===== src/verilog/rvseed_pkg.sv =====
package rvseed_pkg;

    // Data and address width, one word.
    parameter int cpu_width = 32;

    typedef logic [31:0] inst_t;  // Raw instruction word.

    parameter logic [cpu_width-1:0] reset_pc_default = 32'h8000_0000;

    // ~~~~~~~~~~~~~~~~~~~~~~~~~~~~~~~~~~~~~~~~
    // Major opcodes, bits 6:0.
    // ~~~~~~~~~~~~~~~~~~~~~~~~~~~~~~~~~~~~~~~~
    parameter logic [6:0] op_jal    = 7'b1101111;
    parameter logic [6:0] op_jalr   = 7'b1100111;
    parameter logic [6:0] op_branch = 7'b1100011;
    parameter logic [6:0] op_load   = 7'b0000011;
    parameter logic [6:0] op_store  = 7'b0100011;
    parameter logic [6:0] op_op     = 7'b0110011;
    parameter logic [6:0] op_imm    = 7'b0010011;

    // M extension and branch function codes.
    parameter logic [6:0] funct7_muldiv = 7'b0000001;
    parameter logic [2:0] f3_mul        = 3'b000;
    parameter logic [2:0] f3_divu       = 3'b101;
    parameter logic [2:0] f3_beq        = 3'b000;

endpackage


===== src/verilog/pc_predict.sv =====
`timescale 1ns/100ps

module pc_predict #(
    parameter logic [rvseed_pkg::cpu_width-1:0] reset_pc = rvseed_pkg::reset_pc_default
) (
    input  logic                             clk,
    input  logic                             rst_n,
    input  logic                             fetch_done,
    input  logic [rvseed_pkg::cpu_width-1:0] id_next_pc,
    input  logic                             control_rest,
    input  logic                             sig_jalr,
    input  logic                             rest_id_mem,
    input  logic                             id_mul,
    input  logic                             id_div,
    input  logic                             sh_fnsh_flag,
    input  logic                             div_finish,
    output logic                             ena,
    output logic                             advance,
    output logic [rvseed_pkg::cpu_width-1:0] axi_curr_pc
);
    import rvseed_pkg::*;

    logic [cpu_width-1:0] curr_pc;
    logic [cpu_width-1:0] pc_next;
    logic                 pending;     // Fetch returned, next address not chosen yet.
    logic                 hold_q;      // Delayed copy of the mem and JALR holds.
    logic                 mul_done_q;
    logic                 div_done_q;
    logic                 take;        // Address settles this cycle.
    logic                 load;        // Take the decoder target instead of pc + 4.
    logic                 hold_set;

    // ~~~~~~~~~~~~~~~~~~~~~~~~~~~~~~~~~~~~~~~~
    // Advance rule, highest priority first.
    // ~~~~~~~~~~~~~~~~~~~~~~~~~~~~~~~~~~~~~~~~
    always_comb begin
        take     = 1'b0;
        load     = 1'b0;
        hold_set = 1'b0;
        if (pending) begin
            if (id_mul) begin
                take = mul_done_q;                 // Wait for the product.
            end else if (id_div) begin
                take = div_done_q;                 // Wait for the quotient.
            end else if (rest_id_mem) begin
                take     = hold_q;
                hold_set = ~hold_q;
            end else if (sig_jalr) begin
                take     = hold_q;                 // Target is read one cycle late.
                load     = hold_q;
                hold_set = ~hold_q;
            end else if (control_rest) begin
                take = 1'b1;
                load = 1'b1;
            end else begin
                take = 1'b1;
            end
        end
    end

    assign pc_next = load ? id_next_pc : curr_pc + cpu_width'(4);

    always_ff @(posedge clk or negedge rst_n) begin
        if (!rst_n) begin
            ena        <= 1'b0;
            advance    <= 1'b0;
            pending    <= 1'b0;
            hold_q     <= 1'b0;
            mul_done_q <= 1'b0;
            div_done_q <= 1'b0;
            curr_pc    <= reset_pc;
        end else begin
            ena        <= 1'b1;
            advance    <= take;                    // One pulse per settled address.
            mul_done_q <= sh_fnsh_flag;
            div_done_q <= div_finish;
            if (fetch_done) begin
                pending <= 1'b1;
            end else if (take) begin
                pending <= 1'b0;
            end
            if (take) begin
                curr_pc <= pc_next;
                hold_q  <= 1'b0;
            end else if (hold_set) begin
                hold_q <= 1'b1;
            end
        end
    end

    assign axi_curr_pc = curr_pc;

endmodule


===== src/verilog/fetch_port.sv =====
`timescale 1ns/100ps

module fetch_port (
    input  logic                             clk,
    input  logic                             rst_n,
    input  logic                             ena,
    input  logic                             advance,
    input  logic                             fetch_done,
    input  rvseed_pkg::inst_t                fetch_data,
    input  logic [rvseed_pkg::cpu_width-1:0] axi_curr_pc,
    output logic                             fetch_req,
    output rvseed_pkg::inst_t                id_inst,
    output logic [rvseed_pkg::cpu_width-1:0] id_curr_pc,
    output logic                             id_valid
);

    logic started;    // First request has gone out.
    logic req_q;      // Request held until memory answers.
    logic first_req;

    assign first_req = ena & ~started;

    // Request shows in the same cycle as the advance pulse.
    assign fetch_req = req_q | advance | first_req;

    always_ff @(posedge clk or negedge rst_n) begin
        if (!rst_n) begin
            started  <= 1'b0;
            req_q    <= 1'b0;
            id_valid <= 1'b0;
        end else begin
            id_valid <= fetch_done;
            if (ena) begin
                started <= 1'b1;
            end
            if (fetch_done) begin
                req_q <= 1'b0;                 // Drops in the cycle after done.
            end else if (advance | first_req) begin
                req_q <= 1'b1;
            end
        end
    end

    // Returned word and the address it came from.
    always_ff @(posedge clk) begin
        if (fetch_done) begin
            id_inst    <= fetch_data;
            id_curr_pc <= axi_curr_pc;
        end
    end

endmodule


===== src/verilog/inst_decode.sv =====
`timescale 1ns/100ps

module inst_decode (
    input  logic                             clk,
    input  logic                             rst_n,
    input  rvseed_pkg::inst_t                id_inst,
    input  logic [rvseed_pkg::cpu_width-1:0] id_curr_pc,
    input  logic                             id_valid,
    input  logic [rvseed_pkg::cpu_width-1:0] operand_a,
    input  logic [rvseed_pkg::cpu_width-1:0] operand_b,
    output logic [rvseed_pkg::cpu_width-1:0] id_next_pc,
    output logic                             control_rest,
    output logic                             sig_jalr,
    output logic                             rest_id_mem,
    output logic                             id_mul,
    output logic                             id_div,
    output logic                             mul_start,
    output logic                             div_start
);
    import rvseed_pkg::*;

    logic                 have_inst;   // A word has been latched since reset.
    logic                 live;
    logic [6:0]           opcode;
    logic [2:0]           funct3;
    logic [cpu_width-1:0] imm_i;
    logic [cpu_width-1:0] imm_b;
    logic [cpu_width-1:0] imm_j;
    logic [cpu_width-1:0] jalr_sum;
    logic                 is_muldiv;
    logic                 is_mul;
    logic                 is_div;
    logic                 is_beq;

    always_ff @(posedge clk or negedge rst_n) begin
        if (!rst_n) begin
            have_inst <= 1'b0;
        end else if (id_valid) begin
            have_inst <= 1'b1;
        end
    end

    // Levels follow the latched word, so they hold until the next id_valid.
    assign live   = id_valid | have_inst;
    assign opcode = id_inst[6:0];
    assign funct3 = id_inst[14:12];

    // ~~~~~~~~~~~~~~~~~~~~~~~~~~~~~~~~~~~~~~~~
    // Immediate formats.
    // ~~~~~~~~~~~~~~~~~~~~~~~~~~~~~~~~~~~~~~~~
    assign imm_i = {{20{id_inst[31]}}, id_inst[31:20]};
    assign imm_b = {{19{id_inst[31]}}, id_inst[31], id_inst[7], id_inst[30:25],
                    id_inst[11:8], 1'b0};
    assign imm_j = {{11{id_inst[31]}}, id_inst[31], id_inst[19:12], id_inst[20],
                    id_inst[30:21], 1'b0};

    assign is_muldiv = (opcode == op_op) && (id_inst[31:25] == funct7_muldiv);
    assign is_mul    = is_muldiv && (funct3 == f3_mul);
    assign is_div    = is_muldiv && (funct3 == f3_divu);
    assign is_beq    = (opcode == op_branch) && (funct3 == f3_beq);

    assign id_mul       = live & is_mul;
    assign id_div       = live & is_div;
    assign rest_id_mem  = live & ((opcode == op_load) || (opcode == op_store));
    assign sig_jalr     = live & (opcode == op_jalr);
    assign control_rest = live & ((opcode == op_jal) || (is_beq && operand_a == operand_b));

    assign mul_start = id_valid & is_mul;  // One pulse per decoded word.
    assign div_start = id_valid & is_div;

    assign jalr_sum   = operand_a + imm_i;
    assign id_next_pc = (opcode == op_jalr) ? {jalr_sum[cpu_width-1:1], 1'b0} :
                        (opcode == op_jal)  ? id_curr_pc + imm_j :
                                              id_curr_pc + imm_b;

endmodule


===== src/verilog/shift_multiplier.sv =====
`timescale 1ns/100ps

module shift_multiplier (
    input  logic                             clk,
    input  logic                             rst_n,
    input  logic                             start,
    input  logic [rvseed_pkg::cpu_width-1:0] multiplicand,
    input  logic [rvseed_pkg::cpu_width-1:0] multiplier,
    output logic                             sh_fnsh_flag,
    output logic [rvseed_pkg::cpu_width-1:0] product
);
    import rvseed_pkg::*;

    logic [cpu_width-1:0] acc;
    logic [cpu_width-1:0] mcand;       // Shifts left each step.
    logic [cpu_width-1:0] mplier;      // Shifts right, bit 0 picks the add.
    logic [4:0]           step_cnt;
    logic                 busy;

    always_ff @(posedge clk or negedge rst_n) begin
        if (!rst_n) begin
            busy         <= 1'b0;
            step_cnt     <= '0;
            sh_fnsh_flag <= 1'b0;
        end else begin
            sh_fnsh_flag <= 1'b0;
            if (start) begin
                busy     <= 1'b1;
                step_cnt <= '0;
            end else if (busy) begin
                step_cnt <= step_cnt + 5'd1;
                if (step_cnt == 5'd31) begin
                    busy         <= 1'b0;
                    sh_fnsh_flag <= 1'b1;  // 33 cycles after start.
                end
            end
        end
    end

    // ~~~~~~~~~~~~~~~~~~~~~~~~~~~~~~~~~~~~~~~~
    // Add and shift datapath.
    // ~~~~~~~~~~~~~~~~~~~~~~~~~~~~~~~~~~~~~~~~
    always_ff @(posedge clk) begin
        if (start) begin
            acc    <= '0;
            mcand  <= multiplicand;
            mplier <= multiplier;
        end else if (busy) begin
            if (mplier[0]) begin
                acc <= acc + mcand;
            end
            mcand  <= mcand << 1;
            mplier <= mplier >> 1;
        end
    end

    assign product = acc;  // Low half only.

endmodule


===== src/verilog/restoring_divider.sv =====
`timescale 1ns/100ps

module restoring_divider (
    input  logic                             clk,
    input  logic                             rst_n,
    input  logic                             start,
    input  logic [rvseed_pkg::cpu_width-1:0] dividend,
    input  logic [rvseed_pkg::cpu_width-1:0] divisor,
    output logic                             div_finish,
    output logic [rvseed_pkg::cpu_width-1:0] quotient
);
    import rvseed_pkg::*;

    logic [cpu_width-1:0] rem;
    logic [cpu_width-1:0] quo;    // Dividend shifts out, quotient bits shift in.
    logic [cpu_width-1:0] dsor;
    logic [cpu_width:0]   trial;
    logic [cpu_width:0]   diff;
    logic [5:0]           step_cnt;
    logic                 busy;
    logic                 step;

    assign step  = busy & ~step_cnt[5];
    assign trial = {rem, quo[cpu_width-1]};
    assign diff  = trial - {1'b0, dsor};

    always_ff @(posedge clk or negedge rst_n) begin
        if (!rst_n) begin
            busy       <= 1'b0;
            step_cnt   <= '0;
            div_finish <= 1'b0;
        end else begin
            div_finish <= 1'b0;
            if (start) begin
                busy     <= 1'b1;
                step_cnt <= '0;
            end else if (step) begin
                step_cnt <= step_cnt + 6'd1;
            end else if (busy) begin
                busy       <= 1'b0;           // Closing cycle after step 32.
                div_finish <= 1'b1;
            end
        end
    end

    // ~~~~~~~~~~~~~~~~~~~~~~~~~~~~~~~~~~~~~~~~
    // One restoring step per cycle.
    // ~~~~~~~~~~~~~~~~~~~~~~~~~~~~~~~~~~~~~~~~
    // A zero divisor never makes diff negative, so every bit comes out one.
    always_ff @(posedge clk) begin
        if (start) begin
            rem  <= '0;
            quo  <= dividend;
            dsor <= divisor;
        end else if (step) begin
            if (!diff[cpu_width]) begin
                rem <= diff[cpu_width-1:0];
                quo <= {quo[cpu_width-2:0], 1'b1};
            end else begin
                rem <= trial[cpu_width-1:0];   // Restore.
                quo <= {quo[cpu_width-2:0], 1'b0};
            end
        end
    end

    assign quotient = quo;

endmodule


===== src/verilog/fetch_core.sv =====
`timescale 1ns/100ps

module fetch_core #(
    parameter logic [rvseed_pkg::cpu_width-1:0] reset_pc = rvseed_pkg::reset_pc_default
) (
    input  logic                             clk,
    input  logic                             rst_n,
    output logic                             fetch_req,
    output logic [rvseed_pkg::cpu_width-1:0] fetch_addr,
    input  rvseed_pkg::inst_t                fetch_data,
    input  logic                             fetch_done,
    input  logic [rvseed_pkg::cpu_width-1:0] operand_a,
    input  logic [rvseed_pkg::cpu_width-1:0] operand_b,
    output logic [rvseed_pkg::cpu_width-1:0] result,
    output logic                             result_valid
);
    import rvseed_pkg::*;

    logic                 ena;
    logic                 advance;
    logic [cpu_width-1:0] axi_curr_pc;
    inst_t                id_inst;
    logic [cpu_width-1:0] id_curr_pc;
    logic                 id_valid;
    logic [cpu_width-1:0] id_next_pc;
    logic                 control_rest;
    logic                 sig_jalr;
    logic                 rest_id_mem;
    logic                 id_mul;
    logic                 id_div;
    logic                 mul_start;
    logic                 div_start;
    logic                 sh_fnsh_flag;
    logic                 div_finish;
    logic [cpu_width-1:0] product;
    logic [cpu_width-1:0] quotient;

    // ~~~~~~~~~~~~~~~~~~~~~~~~~~~~~~~~~~~~~~~~
    // Fetch path.
    // ~~~~~~~~~~~~~~~~~~~~~~~~~~~~~~~~~~~~~~~~
    pc_predict #(
        .reset_pc(reset_pc)
    ) u_pc_predict (
        .clk, .rst_n, .fetch_done, .id_next_pc,
        .control_rest, .sig_jalr, .rest_id_mem, .id_mul, .id_div,
        .sh_fnsh_flag, .div_finish,
        .ena, .advance, .axi_curr_pc
    );

    fetch_port u_fetch_port (
        .clk, .rst_n, .ena, .advance, .fetch_done, .fetch_data,
        .axi_curr_pc, .fetch_req, .id_inst, .id_curr_pc, .id_valid
    );

    inst_decode u_inst_decode (
        .clk, .rst_n, .id_inst, .id_curr_pc, .id_valid,
        .operand_a, .operand_b, .id_next_pc,
        .control_rest, .sig_jalr, .rest_id_mem, .id_mul, .id_div,
        .mul_start, .div_start
    );

    // ~~~~~~~~~~~~~~~~~~~~~~~~~~~~~~~~~~~~~~~~
    // Multicycle units.
    // ~~~~~~~~~~~~~~~~~~~~~~~~~~~~~~~~~~~~~~~~
    shift_multiplier u_shift_multiplier (
        .clk, .rst_n,
        .start        (mul_start),
        .multiplicand (operand_a),
        .multiplier   (operand_b),
        .sh_fnsh_flag,
        .product
    );

    restoring_divider u_restoring_divider (
        .clk, .rst_n,
        .start    (div_start),
        .dividend (operand_a),
        .divisor  (operand_b),
        .div_finish,
        .quotient
    );

    assign fetch_addr   = axi_curr_pc;
    assign result       = sh_fnsh_flag ? product : quotient;  // Only one unit runs at a time.
    assign result_valid = sh_fnsh_flag | div_finish;

endmodule


===== config.mk =====
export PLATFORM = sky130hd
export DESIGN_NAME = fetch_core
export DESIGN_NICKNAME = d
export VERILOG_FILES = /design/src/verilog/rvseed_pkg.sv /design/src/verilog/pc_predict.sv /design/src/verilog/fetch_port.sv /design/src/verilog/inst_decode.sv /design/src/verilog/shift_multiplier.sv /design/src/verilog/restoring_divider.sv /design/src/verilog/fetch_core.sv
export SDC_FILE = /design/constraint.sdc
export NUM_CORES = 1
export LEC_CHECK = 0
export ABC_AREA = 0
export BUFFER_PORTS_ARGS = -buffer_cell sky130_fd_sc_hd__buf_2
export CAP_MARGIN = 20
export CORE_AREA = 2 2 214 216
export CTS_CLUSTER_DIAMETER = 80
export CTS_CLUSTER_SIZE = 24
export DETAILED_ROUTE_END_ITERATION = 8
export DIE_AREA = 0 0 216 218
export MAX_ROUTING_LAYER = met4
export PLACE_DENSITY_LB_ADDON = 0.15
export RECOVER_POWER = 100
export SLEW_MARGIN = 20
export SYNTH_ARGS = -nofsm -noshare
export SYNTH_HDL_FRONTEND = slang
export SYNTH_SLANG_ARGS = --single-unit

===== constraint.sdc =====
create_clock -name clk -period 12.8 [get_ports clk]
set_input_delay 2.56 -clock clk [delete_from_list [all_inputs] [get_ports clk]]
set_output_delay 2.56 -clock clk [all_outputs]
set_load 0.02 [all_outputs]

==> results.json <==
{
  "status": "finished with violations",
  "violations": "capacitance limit, slew limit",
  "synthArstFlopShare_pct": 18.21,
  "grt_pass1_wl_um": 89060,
  "ctsRootBufferMaster": "clkbuf_16",
  "ys_seq_area_share_pct": 42.70,
  "clock_path_buffers": 3,
  "drive_gt1_share_pct": 10.47,
  "maxCapViolCount": 12,
  "core_area_um2": 44890,
  "die_y_um": 218,
  "crit_fanout": 51,
  "netlist_instances": 2052,
  "insertion_delay_ps": 570,
  "met2_length_um": 26650,
  "yosysWarnings": 0,
  "period_minus_slack_ps": 6664,
  "wire_per_inst_um": 20.53,
  "placement.io_buffers": 164,
  "wl_um": 57440,
  "rsz0062_at_grt": "false",
  "drtIter0Drc": 1462,
  "fmax_mhz": 150.0,
  "cts_hold_buffers": 0,
  "final_cell_mix": "nand2_1 (277), edfxtp_1 (192), a21oi_1 (160)",
  "num_vias": 16160,
  "routed_via_density": 5.776,
  "setup_tns_ps": 0,
  "setup_viol": 0,
  "netlist.area_leader.share_pct": 29.05,
  "path_clk_slew_ps": 90,
  "cts_sinks": 313,
  "wl_met3_um": 3081,
  "final-hold-violation-count": 0,
  "slew_violations": 536,
  "synth_area_leaders": "edfxtp_1 (29%), ha_1 (8.2%), dfrtp_1 (7.1%), dfxtp_1 (6.5%), mux2_2 (5.2%)",
  "synth_top_family_by_area": "compound AO/OA/AOI/OAI gates",
  "die_w_um": 216,
  "gr-usage-all-layers_pct": 24.78,
  "syn_area_um2": 19850,
  "clock_skew_ps": 24.44,
  "synth-simple-area-share_pct": 16.32,
  "r2r_slack_ps": 6740,
  "area_delta_synth_final_pct": 10.24,
  "worst_setup_path_end_kind": "flip-flop",
  "arrival_ps": 7130,
  "dieArea_um2": 47090,
  "p_leak_uw": 0.008728,
  "ios": 165,
  "min_from": "u_restoring_divider.div_finish",
  "critPathKind": "input port to flip-flop",
  "ant_nets": 0,
  "r2r-start": "u_fetch_port.id_inst[3]",
  "cts-resized-gates": 0,
  "p_per_area_nw_per_um2": 116.7,
  "hold_end": "u_pc_predict.div_done_q",
  "worstMarginPinSlew_ps": 3700,
  "synth_compound_area_share_pct": 17.64,
  "grt_max_degree": 75,
  "drc": 0,
  "cts_max_level": 1,
  "synth_flop_cell": "edfxtp_1",
  "hp-class": "flip-flop to flip-flop",
  "drt_first_pass_iters": 6,
  "yosys.area.top_type": "edfxtp_1",
  "top_layer": "met4",
  "slew_headroom_pct": -146.6,
  "nets": 2413,
  "cp.required_ps": 13260,
  "post-route-util_pct": 48.73,
  "grt_pass1_vias": 15540,
  "synthesis.nets": 2285,
  "num_rows": 78,
  "place_congestion": 0.8796,
  "worstRegToRegCells": 10,
  "numCtsBuffers": 23,
  "synth_fa_ha_area_share_pct": 8.600,
  "overflow": 0,
  "synthXorXnorAreaFrac_pct": 5.914,
  "ys_types": 86,
  "synthMuxAreaShare_pct": 5.983,
  "holdWs_ps": 437.1,
  "drt-met1-wl_um": 26070,
  "dp.final_hpwl_um": 42660,
  "syn_avg_cell_area_um2": 9.671,
  "antenna_found_initial": 0,
  "synth_enable_flop_cells": 192,
  "post-route-period-util_pct": 52.07,
  "ir_drop_mv": 0.09467,
  "synth_seq_cells": 313,
  "r2r-end": "u_pc_predict.axi_curr_pc[13]",
  "start_util_pct": 44.21,
  "cts_tree": "yes",
  "whs_path_depth": 0,
  "cts_setup_buffers": 0,
  "final_common_cell": "nand2_1",
  "worst_setup_path_start_kind": "input port"
}
[registers in the layout (all words and copies together), names as in the netlist, 5 cells and up]
register,count
u_shift_multiplier.step_cnt,5
u_shift_multiplier.mplier,32
u_restoring_divider.quotient,32
u_shift_multiplier.product,32
u_restoring_divider.dsor,32
u_shift_multiplier.mcand,32
u_restoring_divider.rem,32
u_fetch_port.id_inst,32
u_pc_predict.axi_curr_pc,32
u_restoring_divider.step_cnt,6
u_fetch_port.id_curr_pc,32
[critical path, cell delays in order]
cell	delay (ps)
clkbuf_1	300
xnor2_1	180
nand4_1	100
nor4_1	50
and4_1	200
o21ai_0	200
clkbuf_1	1710
inv_1	1020
nor2_1	450
a21oi_1	120
o21ba_2	210
[power by group]
group	leakage, µW	switching [µW]	internal, µW
clock	0.000375	419	362
sequential	0.00297	71.8	1140
combinational	0.00538	347	214
total	0.00873	837	1720
[logic make-up (layout without fill, tap and decap cells)]
| group | count (synthesis) | after routing |
|---|---|---|
| AND/OR/NAND/NOR | 693 | 693 |
| other | 1 | 2 |
| buffers and inverters | 144 | 289 |
| multiplexers | 107 | 107 |
| AO/OA/AOI/OAI | 526 | 526 |
| flip-flops | 313 | 313 |
| XOR/XNOR | 134 | 134 |
| adder cells (fa/ha/maj) | 134 | 134 |
[cell type report]
type / instances / area (µm²)
flip-flops and latches: 313 / 8474
diodes: 1 / 2.502
clock inverters: 15 / 182.7
clock buffers: 27 / 600.6
inverters: 65 / 244.0
fillers: 4320 / 23020
well taps: 600 / 750.7
multi-input cells: 1595 / 10810
repair buffers: 182 / 813.3
[synthesized netlist by cell type (14+ instances only)]
cell type and count:
dfrtp_1 56, xnor2_1 90, nor2b_1 40, nand2_1 276, o21ai_0 63, a21oi_1 160
edfxtp_1 192, mux2_2 92, a31oi_1 21, a211oi_1 57, xor2_1 44, ha_1 130
dfxtp_1 64, and2_1 16, o21a_1 21, and3_1 31, o21ai_1 21, clkbuf_1 66
nor3_1 59, a21o_1 59, nor2_1 142, nand3_1 44, mux2i_1 14, inv_1 64
nand4_1 18
[stage by stage]
stage          std cells  cell area, µm²  total power [µW]  setup WS, ps
2_1_floorplan       2052           19850              1600          7673
3_3_place_gp        2754           21270              1794          7149
3_5_place_dp        2754           21270              1798          7033
4_1_cts             2796           22050              2583          7641
5_1_grt             2797           21870              2676          5749
6_report            2798           21880              2553          6136
[worst max-delay path by stage]
stage	cells past startpoint	end	start	slack [ps]
6_report	11	u_pc_predict.axi_curr_pc[13]	operand_b[3]	6140
5_1_grt	11	u_pc_predict.axi_curr_pc[7]	operand_b[3]	5750
4_1_cts	12	u_pc_predict.axi_curr_pc[30]	operand_a[0]	7640
3_5_place_dp	12	u_pc_predict.axi_curr_pc[30]	operand_a[0]	7030
3_3_place_gp	12	u_pc_predict.axi_curr_pc[30]	operand_a[0]	7150
2_1_floorplan	11	u_pc_predict.axi_curr_pc[30]	operand_a[0]	7670
[per-layer routing]
metal | global-route usage [%] | up-vias
met4 | 6.461 | 0
li1 | - | 7806
met1 | 33.79 | 7797
met5 | - | -
met3 | 2.371 | 96
met2 | 39.76 | 461
No activity file was read; power rests on OpenSTA's default activity.
